**config.mk**
```make
export PLATFORM = sky130hd
export DESIGN_NAME = udp_echo_top
export DESIGN_NICKNAME = d
export VERILOG_FILES = /design/src/hw/udp_echo_pkg.sv /design/src/hw/rx_payload_if.sv /design/src/hw/udp_rx_store.sv /design/src/hw/udp_tx_sched.sv /design/src/hw/udp_tx_composer.sv /design/src/hw/udp_echo_top.sv
export VERILOG_INCLUDE_DIRS = /design/src /design/src/hw
export SDC_FILE = /design/constraint.sdc
export NUM_CORES = 2
export LEC_CHECK = 0
export BUFFER_PORTS_ARGS = -buffer_cell sky130_fd_sc_hd__buf_2
export CAP_MARGIN = 10
export CORE_MARGIN = 1.5
export CORE_UTILIZATION = 45
export CTS_BUF_LIST = sky130_fd_sc_hd__clkbuf_16
export CTS_CLUSTER_DIAMETER = 120
export DETAILED_ROUTE_END_ITERATION = 16
export GPL_TIMING_DRIVEN = 0
export PLACE_DENSITY_LB_ADDON = 0.15
export SLEW_MARGIN = 20
export SYNTH_ARGS = -nofsm -noshare
export SYNTH_HDL_FRONTEND = slang
export SYNTH_SLANG_ARGS = --single-unit
```
**constraint.sdc**
```tcl
create_clock -name clk_int -period 4.9 [get_ports clk_int]
set_input_delay 0.98 -clock clk_int [delete_from_list [all_inputs] [get_ports clk_int]]
set_output_delay 0.98 -clock clk_int [all_outputs]
set_load 0.02 [all_outputs]
```
**src/hw/udp_echo_defs.svh**
```systemverilog
// UDP echo shared constants
// Buffer geometry, header word layout and LED thresholds
`ifndef UDP_ECHO_DEFS_SVH
`define UDP_ECHO_DEFS_SVH

// Both buffers hold 64 words of 32 bits
`define UDP_BUF_AWIDTH 6

// Receive buffer layout
`define RX_IP_WORD      0
`define RX_LEN_WORD     1
`define RX_SPORT_WORD   2
`define RX_PAYLOAD_BASE 3

// Transmit buffer layout
`define TX_IP_WORD      0
`define TX_PORT_WORD    1
`define TX_LEN_WORD     2
`define TX_PAYLOAD_BASE 3

`define UDP_HDR_BYTES 8

// Payload byte thresholds for led4 to led7
`define LED_LEVEL1 1
`define LED_LEVEL2 5
`define LED_LEVEL3 10
`define LED_LEVEL4 15

`endif

```
**src/hw/udp_echo_pkg.sv**
```systemverilog
// UDP echo package
// State types of the receive store and the transmit scheduler
`default_nettype none

package udp_echo_pkg;

    // Receive buffer ownership
    typedef enum logic [1:0] {
        RX_EMPTY,
        RX_HELD,
        RX_RELEASE
    } rx_state_t;

    // Transmit request sequence
    typedef enum logic [1:0] {
        TX_IDLE,
        TX_REQUEST,
        TX_WAIT
    } tx_state_t;

endpackage

`default_nettype wire

```
**src/hw/rx_payload_if.sv**
```systemverilog
// Stored datagram view
// The store publishes the captured header and answers word reads
`default_nettype none
`include "udp_echo_defs.svh"

interface rx_payload_if;

    logic [31:0]                src_ip;
    logic [15:0]                src_port;
    logic [15:0]                dst_port;
    logic [15:0]                payload_len;
    logic [`UDP_BUF_AWIDTH-1:0] rd_addr;
    logic [31:0]                rd_data;

    modport store (
        output src_ip,
        output src_port,
        output dst_port,
        output payload_len,
        output rd_data,
        input  rd_addr
    );

    modport composer (
        input  src_ip,
        input  src_port,
        input  dst_port,
        input  payload_len,
        input  rd_data,
        output rd_addr
    );

endinterface

`default_nettype wire

```
**src/hw/udp_rx_store.sv**
```systemverilog
// UDP receive store
// Holds one datagram, shows its payload size on LEDs, returns the buffer after the echo
`default_nettype none
`include "udp_echo_defs.svh"

module udp_rx_store (
    input  logic                       clk_int,
    input  logic                       rst_n_int,
    input  logic                       rxbuf_ce,
    input  logic                       rxbuf_we,
    input  logic                       rxbuf_grant,
    input  logic [`UDP_BUF_AWIDTH-1:0] rxbuf_addr,
    input  logic [31:0]                rxbuf_wdata,
    output logic                       rxbuf_rel,
    input  logic                       tx_done,
    output logic                       new_pkt,
    output logic [3:0]                 leds,
    rx_payload_if.store                pay
);

    // Largest UDP length whose payload still fits behind the header words
    localparam int max_udp_len =
        `UDP_HDR_BYTES + 4 * ((1 << `UDP_BUF_AWIDTH) - `RX_PAYLOAD_BASE);

    logic [31:0]             mem [0:(1 << `UDP_BUF_AWIDTH)-1];
    udp_echo_pkg::rx_state_t rx_state;
    logic [15:0]             udp_len;
    logic [15:0]             payload_len;
    logic                    wr_en;
    logic                    accept;

    assign wr_en  = rxbuf_ce && rxbuf_we && (rx_state == udp_echo_pkg::RX_EMPTY);
    assign accept = rxbuf_grant && (rx_state == udp_echo_pkg::RX_EMPTY);

    always_ff @(posedge clk_int) begin
        if (wr_en) begin
            mem[rxbuf_addr] <= rxbuf_wdata;
        end
    end

    // Composer read port
    assign pay.rd_data = mem[pay.rd_addr];

    always_ff @(posedge clk_int) begin
        if (accept) begin
            pay.src_ip   <= mem[`RX_IP_WORD];
            pay.dst_port <= mem[`RX_LEN_WORD][15:0];
            pay.src_port <= mem[`RX_SPORT_WORD][15:0];
        end
    end

    always_ff @(posedge clk_int or negedge rst_n_int) begin
        if (!rst_n_int) begin
            rx_state <= udp_echo_pkg::RX_EMPTY;
            udp_len  <= 16'(`UDP_HDR_BYTES);
            new_pkt  <= 1'b0;
        end else begin
            new_pkt <= accept;
            if (accept) begin
                udp_len <= mem[`RX_LEN_WORD][31:16];
            end
            case (rx_state)
                udp_echo_pkg::RX_EMPTY: begin
                    if (rxbuf_grant) begin
                        rx_state <= udp_echo_pkg::RX_HELD;
                    end
                end
                udp_echo_pkg::RX_HELD: begin
                    if (tx_done) begin
                        rx_state <= udp_echo_pkg::RX_RELEASE;
                    end
                end
                default: begin
                    rx_state <= udp_echo_pkg::RX_EMPTY;
                end
            endcase
        end
    end

    // One-cycle handback, the engine may refill once it is seen
    assign rxbuf_rel = (rx_state == udp_echo_pkg::RX_RELEASE);

    assign payload_len     = udp_len - 16'(`UDP_HDR_BYTES);
    assign pay.payload_len = payload_len;

    // Level meter, led4 in bit 0
    assign leds[0] = (payload_len >= 16'(`LED_LEVEL1));
    assign leds[1] = (payload_len >= 16'(`LED_LEVEL2));
    assign leds[2] = (payload_len >= 16'(`LED_LEVEL3));
    assign leds[3] = (payload_len >= 16'(`LED_LEVEL4));

    a_write_when_empty: assert property (
        @(posedge clk_int) disable iff (!rst_n_int)
        (rxbuf_ce && rxbuf_we) |-> (rx_state == udp_echo_pkg::RX_EMPTY)
    ) else $error("rx buffer written while a datagram is held");

    a_grant_when_empty: assert property (
        @(posedge clk_int) disable iff (!rst_n_int)
        rxbuf_grant |-> (rx_state == udp_echo_pkg::RX_EMPTY)
    ) else $error("rx grant before the buffer was released");

    // Captured length must leave a payload that fits the buffer
    a_udp_len_range: assert property (
        @(posedge clk_int) disable iff (!rst_n_int)
        accept |=> (udp_len >= 16'(`UDP_HDR_BYTES)) && (udp_len <= 16'(max_udp_len))
    ) else $error("udp length %0d out of range", udp_len);

endmodule

`default_nettype wire

```
**src/hw/udp_tx_sched.sv**
```systemverilog
// UDP transmit scheduler
// Requests one send per stored datagram and reports its completion
`default_nettype none

module udp_tx_sched (
    input  logic clk_int,
    input  logic rst_n_int,
    input  logic new_pkt,
    input  logic txbuf_grant,
    output logic txbuf_rel,
    output logic tx_done
);

    udp_echo_pkg::tx_state_t tx_state;

    always_ff @(posedge clk_int or negedge rst_n_int) begin
        if (!rst_n_int) begin
            tx_state <= udp_echo_pkg::TX_IDLE;
            tx_done  <= 1'b0;
        end else begin
            tx_done <= 1'b0;
            case (tx_state)
                udp_echo_pkg::TX_IDLE: begin
                    if (new_pkt) begin
                        tx_state <= udp_echo_pkg::TX_REQUEST;
                    end
                end
                udp_echo_pkg::TX_REQUEST: begin
                    tx_state <= udp_echo_pkg::TX_WAIT;
                end
                udp_echo_pkg::TX_WAIT: begin
                    // Engine signals the send is finished
                    if (txbuf_grant) begin
                        tx_state <= udp_echo_pkg::TX_IDLE;
                        tx_done  <= 1'b1;
                    end
                end
                default: begin
                    tx_state <= udp_echo_pkg::TX_IDLE;
                end
            endcase
        end
    end

    // Hands the tx buffer to the engine for one cycle
    assign txbuf_rel = (tx_state == udp_echo_pkg::TX_REQUEST);

    a_grant_in_wait: assert property (
        @(posedge clk_int) disable iff (!rst_n_int)
        txbuf_grant |-> (tx_state == udp_echo_pkg::TX_WAIT)
    ) else $error("tx grant without an outstanding request");

    // Store must not hand over a second datagram mid-send
    a_new_pkt_in_idle: assert property (
        @(posedge clk_int) disable iff (!rst_n_int)
        new_pkt |-> (tx_state == udp_echo_pkg::TX_IDLE)
    ) else $error("new datagram while a send is in progress");

endmodule

`default_nettype wire

```
**src/hw/udp_tx_composer.sv**
```systemverilog
// UDP echo reply composer
// Answers tx buffer reads with the reply header and the stored payload
`default_nettype none
`include "udp_echo_defs.svh"

module udp_tx_composer (
    input  logic [`UDP_BUF_AWIDTH-1:0] txbuf_addr,
    output logic [31:0]                txbuf_rdata,
    rx_payload_if.composer             pay
);

    logic [15:0] len_round;
    logic [15:0] pay_words;
    logic [15:0] addr_ext;
    logic        in_payload;

    // Payload words, rounded up to whole words
    assign len_round = pay.payload_len + 16'd3;
    assign pay_words = {2'b00, len_round[15:2]};

    assign addr_ext   = 16'(txbuf_addr);
    assign in_payload = (addr_ext >= 16'(`TX_PAYLOAD_BASE)) &&
                        (addr_ext < 16'(`TX_PAYLOAD_BASE) + pay_words);

    // Same payload offset in both buffers
    assign pay.rd_addr = txbuf_addr + `UDP_BUF_AWIDTH'(`RX_PAYLOAD_BASE)
                                    - `UDP_BUF_AWIDTH'(`TX_PAYLOAD_BASE);

    always_comb begin
        case (txbuf_addr)
            `UDP_BUF_AWIDTH'(`TX_IP_WORD): begin
                txbuf_rdata = pay.src_ip;
            end
            `UDP_BUF_AWIDTH'(`TX_PORT_WORD): begin
                // Reply leaves from the port it was sent to
                txbuf_rdata = {pay.dst_port, pay.src_port};
            end
            `UDP_BUF_AWIDTH'(`TX_LEN_WORD): begin
                txbuf_rdata = {16'h0000, pay.payload_len};
            end
            default: begin
                if (in_payload) begin
                    txbuf_rdata = pay.rd_data;
                end else begin
                    txbuf_rdata = 32'h0000_0000;
                end
            end
        endcase
    end

endmodule

`default_nettype wire

```
**src/hw/udp_echo_top.sv**
```systemverilog
// UDP echo responder top level
// Stores each datagram from the engine and sends it back to its sender
`default_nettype none
`include "udp_echo_defs.svh"

module udp_echo_top (
    input  logic                       clk_int,
    input  logic                       rst_n_int,

    input  logic                       rxbuf_ce,
    input  logic                       rxbuf_we,
    input  logic [`UDP_BUF_AWIDTH-1:0] rxbuf_addr,
    input  logic [31:0]                rxbuf_wdata,
    input  logic                       rxbuf_grant,
    output logic                       rxbuf_rel,

    input  logic [`UDP_BUF_AWIDTH-1:0] txbuf_addr,
    output logic [31:0]                txbuf_rdata,
    input  logic                       txbuf_grant,
    output logic                       txbuf_rel,

    output logic                       led4,
    output logic                       led5,
    output logic                       led6,
    output logic                       led7
);

    logic       new_pkt;
    logic       tx_done;
    logic [3:0] leds;

    rx_payload_if pay_if ();

    udp_rx_store u_rx_store (
        .clk_int     (clk_int),
        .rst_n_int   (rst_n_int),
        .rxbuf_ce    (rxbuf_ce),
        .rxbuf_we    (rxbuf_we),
        .rxbuf_grant (rxbuf_grant),
        .rxbuf_addr  (rxbuf_addr),
        .rxbuf_wdata (rxbuf_wdata),
        .rxbuf_rel   (rxbuf_rel),
        .tx_done     (tx_done),
        .new_pkt     (new_pkt),
        .leds        (leds),
        .pay         (pay_if.store)
    );

    udp_tx_sched u_tx_sched (
        .clk_int     (clk_int),
        .rst_n_int   (rst_n_int),
        .new_pkt     (new_pkt),
        .txbuf_grant (txbuf_grant),
        .txbuf_rel   (txbuf_rel),
        .tx_done     (tx_done)
    );

    udp_tx_composer u_tx_composer (
        .txbuf_addr  (txbuf_addr),
        .txbuf_rdata (txbuf_rdata),
        .pay         (pay_if.composer)
    );

    assign led4 = leds[0];
    assign led5 = leds[1];
    assign led6 = leds[2];
    assign led7 = leds[3];

endmodule

`default_nettype wire

```
==> out/metrics.csv <==
stage;metric;value;unit
outcome;status;finished, violations left;
outcome;violations;negative setup slack;
timing;rsz0062_at_grt;yes;
synthesis;synth_area;82300;sq um
hold_path;hp-class;in -> async;
clocking;clk_latency;860;ps
floorplanning;core_area;181000;sq um
timing;whs;119;ps
job;max-cap-violations;0;
synthesis;yosysTopAreaCell;edfxtp_1;
critical_path;cp-start-kind;register;
floorplanning;io_pins;88;
floorplanning;die_area;186000;sq um
drt;routed_via_density;6.36;
grt;grt_pass1_wl;334;mm
cells_and_area;final_cell_mix;edfxtp_1 (2112), mux4_2 (638), clkbuf_16 (215), buf_12 (85), inv_1 (65);
drt;avgRoutedWirePerCell;37.9;um
synthesis;syn-num-nets;3510;
grt;grt_overflow_total;0;
floorplanning;rows;156;
timing;setup_slack;-666;ps
timing;tightest_slew;1250;ps
timing;finalSetupViolations;35;
synthesis;yosysTopAreaCellShare;0.770;
clocking;cts.sinks;2134;
placed_design;place_congestion;0.956;
pwr;p_total;39.6;mW
drt;vias;41000;
placed_design;post-place-ws;-2350;ps
timing;final-max-slew-violation-count;0;
synthesis;synthCells;3453;
synthesis;synth_edf_count;2112;
timing;max_freq;180;MHz
floorplanning;start_util;0.454;
synthesis;synth.area.top_cells;edfxtp_1 (77%), mux4_2 (17%), dfrtp_1 (0.64%);
clocking;htree_levels;4;
drt;drtAntennaViolNets;0;
critical_path;cp_top_family;compound AO/OA/AOI/OAI gates;
grt;antenna_found_initial;12;
placed_design;portBuffers;83;
timing;relSlewSlack;0.164;
cells_and_area;final_common_cell;edfxtp_1;
clocking;cts_buffer_depth;3;
synthesis;avgSynthCellArea;23.8;sq um
drt;finalWirelength;244;mm
placed_design;place_hpwl;167;mm
clocking;cts_root_buf;clkbuf_16;
synthesis;ys_seq_area_frac;0.777;
floorplanning;die_width;431;um
drt;drt_iter0_drc;6134;
clocking;clk_pin_slew;70;ps
critical_path;worstPathCellList;o21ai_2, clkbuf_8, nand2b_4, nand2_2, ha_4, a21oi_1, a21oi_1, a211oi_1, a41oi_1, xnor2_1, ha_1, nand3_1, o21ai_1, a21o_1, o211ai_1, a2111oi_4, buf_6, buf_12, buf_16, o22ai_4, buf_6;
grt;track_usage;0.265;
cells_and_area;syn2layout_area_growth;18.1;%
synthesis;synth_cell_types;55;
synthesis;synth_warnings;0;
timing;fin_skew;50.5;ps
synthesis;async_flop_share;0.0103;
drt;drcViolationCount;0;
critical_path;worstPathRequired;3920;ps
synthesis;synth_flop_cell;edfxtp_1;
critical_path;cp_slowest_cell;dfrtp_1;
critical_path;crit_buf_inv;5;
cells_and_area;nNetsFinal;3961;
grt;grt_max_degree;65;
critical_path;crit_arrival;4590;ps
timing;period_needed;5570;ps
pwr;irDropWorstVdd;0.325;mV
pwr;p_per_area;407;nW/um^2
timing;final-hold-violation-count;0;
critical_path;crit_type;reg -> out;
critical_path;critPathMaxFanout;8;
critical_path;critPathMaxStageDelay;420;ps
clocking;numCtsBuffers;214;
synthesis;synth_seq_cells;2134;
timing;fin_crit_sh;1.14;
pwr;p_leak;30.5;nW
cells_and_area;drive_above_1_share;0.360;
drt;drt_pass1_iterations;5;
clocking;tritoncts;yes;
critical_path;endpoint_kind;primary output;
floorplanning;die_y;431;um
grt;grt_pass1_vias;40200;
-- layer usage --
layer / up-vias / GRT usage / share of wire / routed length, um
li1: 15800 / - / - / -
met4: 2 / 0.0977 / 0.040 / 9660
met1: 22600 / 0.379 / 0.41 / 99500
met3: 384 / 0.0564 / 0.090 / 21900
met2: 2184 / 0.405 / 0.46 / 113000
met5: - / 0 / 0.000082 / 20
-- cells in the mapped netlist (4+ instances only) --
cell type,count
nor4_1,6
or2_2,5
o211ai_1,14
mux4_2,638
mux2i_1,48
nor2b_1,6
buf_1,78
o21ai_0,26
o21ai_2,10
nand3_1,10
nor3_1,8
buf_6,4
or3_1,7
inv_1,7
nand2_1,60
a211oi_1,4
nand3b_1,6
xnor2_1,13
xor2_1,10
dfrtp_1,21
o21ai_1,4
nand2b_1,7
nor2_1,92
clkbuf_1,103
buf_2,6
a21oi_1,11
mux2_2,23
edfxtp_1,2112
ha_1,7
a22o_1,26
o22ai_1,48
-- area by class of cell --
cell class                      instances  area (sq um)
Antenna cell                            5          12.5
Buffer                                190          1170
Clock buffer                          214          5360
Clock inverter                        167          1270
Fill cell                           13500         84100
Inverter                                7          26.3
Multi-Input combinational cell       1121         18500
Sequential cell                      2134         64000
Tap cell                             2370          2970
Timing Repair Buffer                  236          3900
-- stage by stage --
stage / setup TNS, ps / cells / cell area (sq um) / util
after global routing: -21970 / 6441 / 97200 / 0.536
after CTS: -15490 / 6431 / 97000 / 0.535
after global placement: -2774670 / 5906 / 85700 / 0.473
after detailed placement: -51490 / 6036 / 89200 / 0.492
final: -19380 / 6444 / 97200 / 0.536
after floorplan: 0 / 3453 / 82300 / -
-- power by group --
group	leakage, nW	internal, mW	switching [mW]
Combinational	7.80	1.44	2.18
Sequential	19.2	20.2	0.141
Clock	3.46	8.61	6.97
Total	30.5	30.3	9.29
-- registers in the layout, summed over array words and instances (netlist names) --
name,cells
u_rx_store.mem,2048
u_rx_store.pay.dst_port,16
u_rx_store.rx_state,2
u_rx_store.udp_len,16
u_tx_sched.tx_state,2
u_tx_sched.tx_done,1
u_rx_store.pay.src_port,16
u_rx_store.new_pkt,1
u_rx_store.pay.src_ip,32
-- final timing paths --
| path | cells past startpoint | end | startpoint | slack (ps) |
|---|---|---|---|---|
| max in group asynchronous | 1 | u_rx_store.udp_len[4] | rst_n_int | 4310 |
| worst max register to register | 7 | u_rx_store.mem[23][29] | u_rx_store.rx_state[1] | 1200 |
| min in group clk_int | 3 | u_rx_store.rx_state[0] | rxbuf_grant | 370 |
| worst max-delay path | 21 | txbuf_rdata[25] | u_rx_store.udp_len[1] | -670 |
| worst min register to register | 0 | u_rx_store.pay.src_ip[2] | u_rx_store.mem[0][2] | 440 |
| worst min-delay path | 1 | u_rx_store.rx_state[0] | rst_n_int | 120 |
-- what timing repair did --
action | in CTS | in global routing
hold buffers | 0 | 0
gates resized for setup | 327 | 11
endpoints found under the setup margin | 36 | 36
buffers inserted | 13 | 6
gates cloned | 2 | 1
pin swaps | 22 | 3
-- kinds of logic after synthesis --
| logic type | after synthesis | synth area share |
|---|---|---|
| mux | 709 | 0.184 |
| buf+inv | 198 | 0.00948 |
| flops | 2134 | 0.777 |
| compound gates | 154 | 0.0132 |
| xor+xnor | 24 | 0.00272 |
| fa+ha+maj | 7 | 0.00106 |
| simple gates | 227 | 0.0130 |
Power figures use the tool's default switching activity.
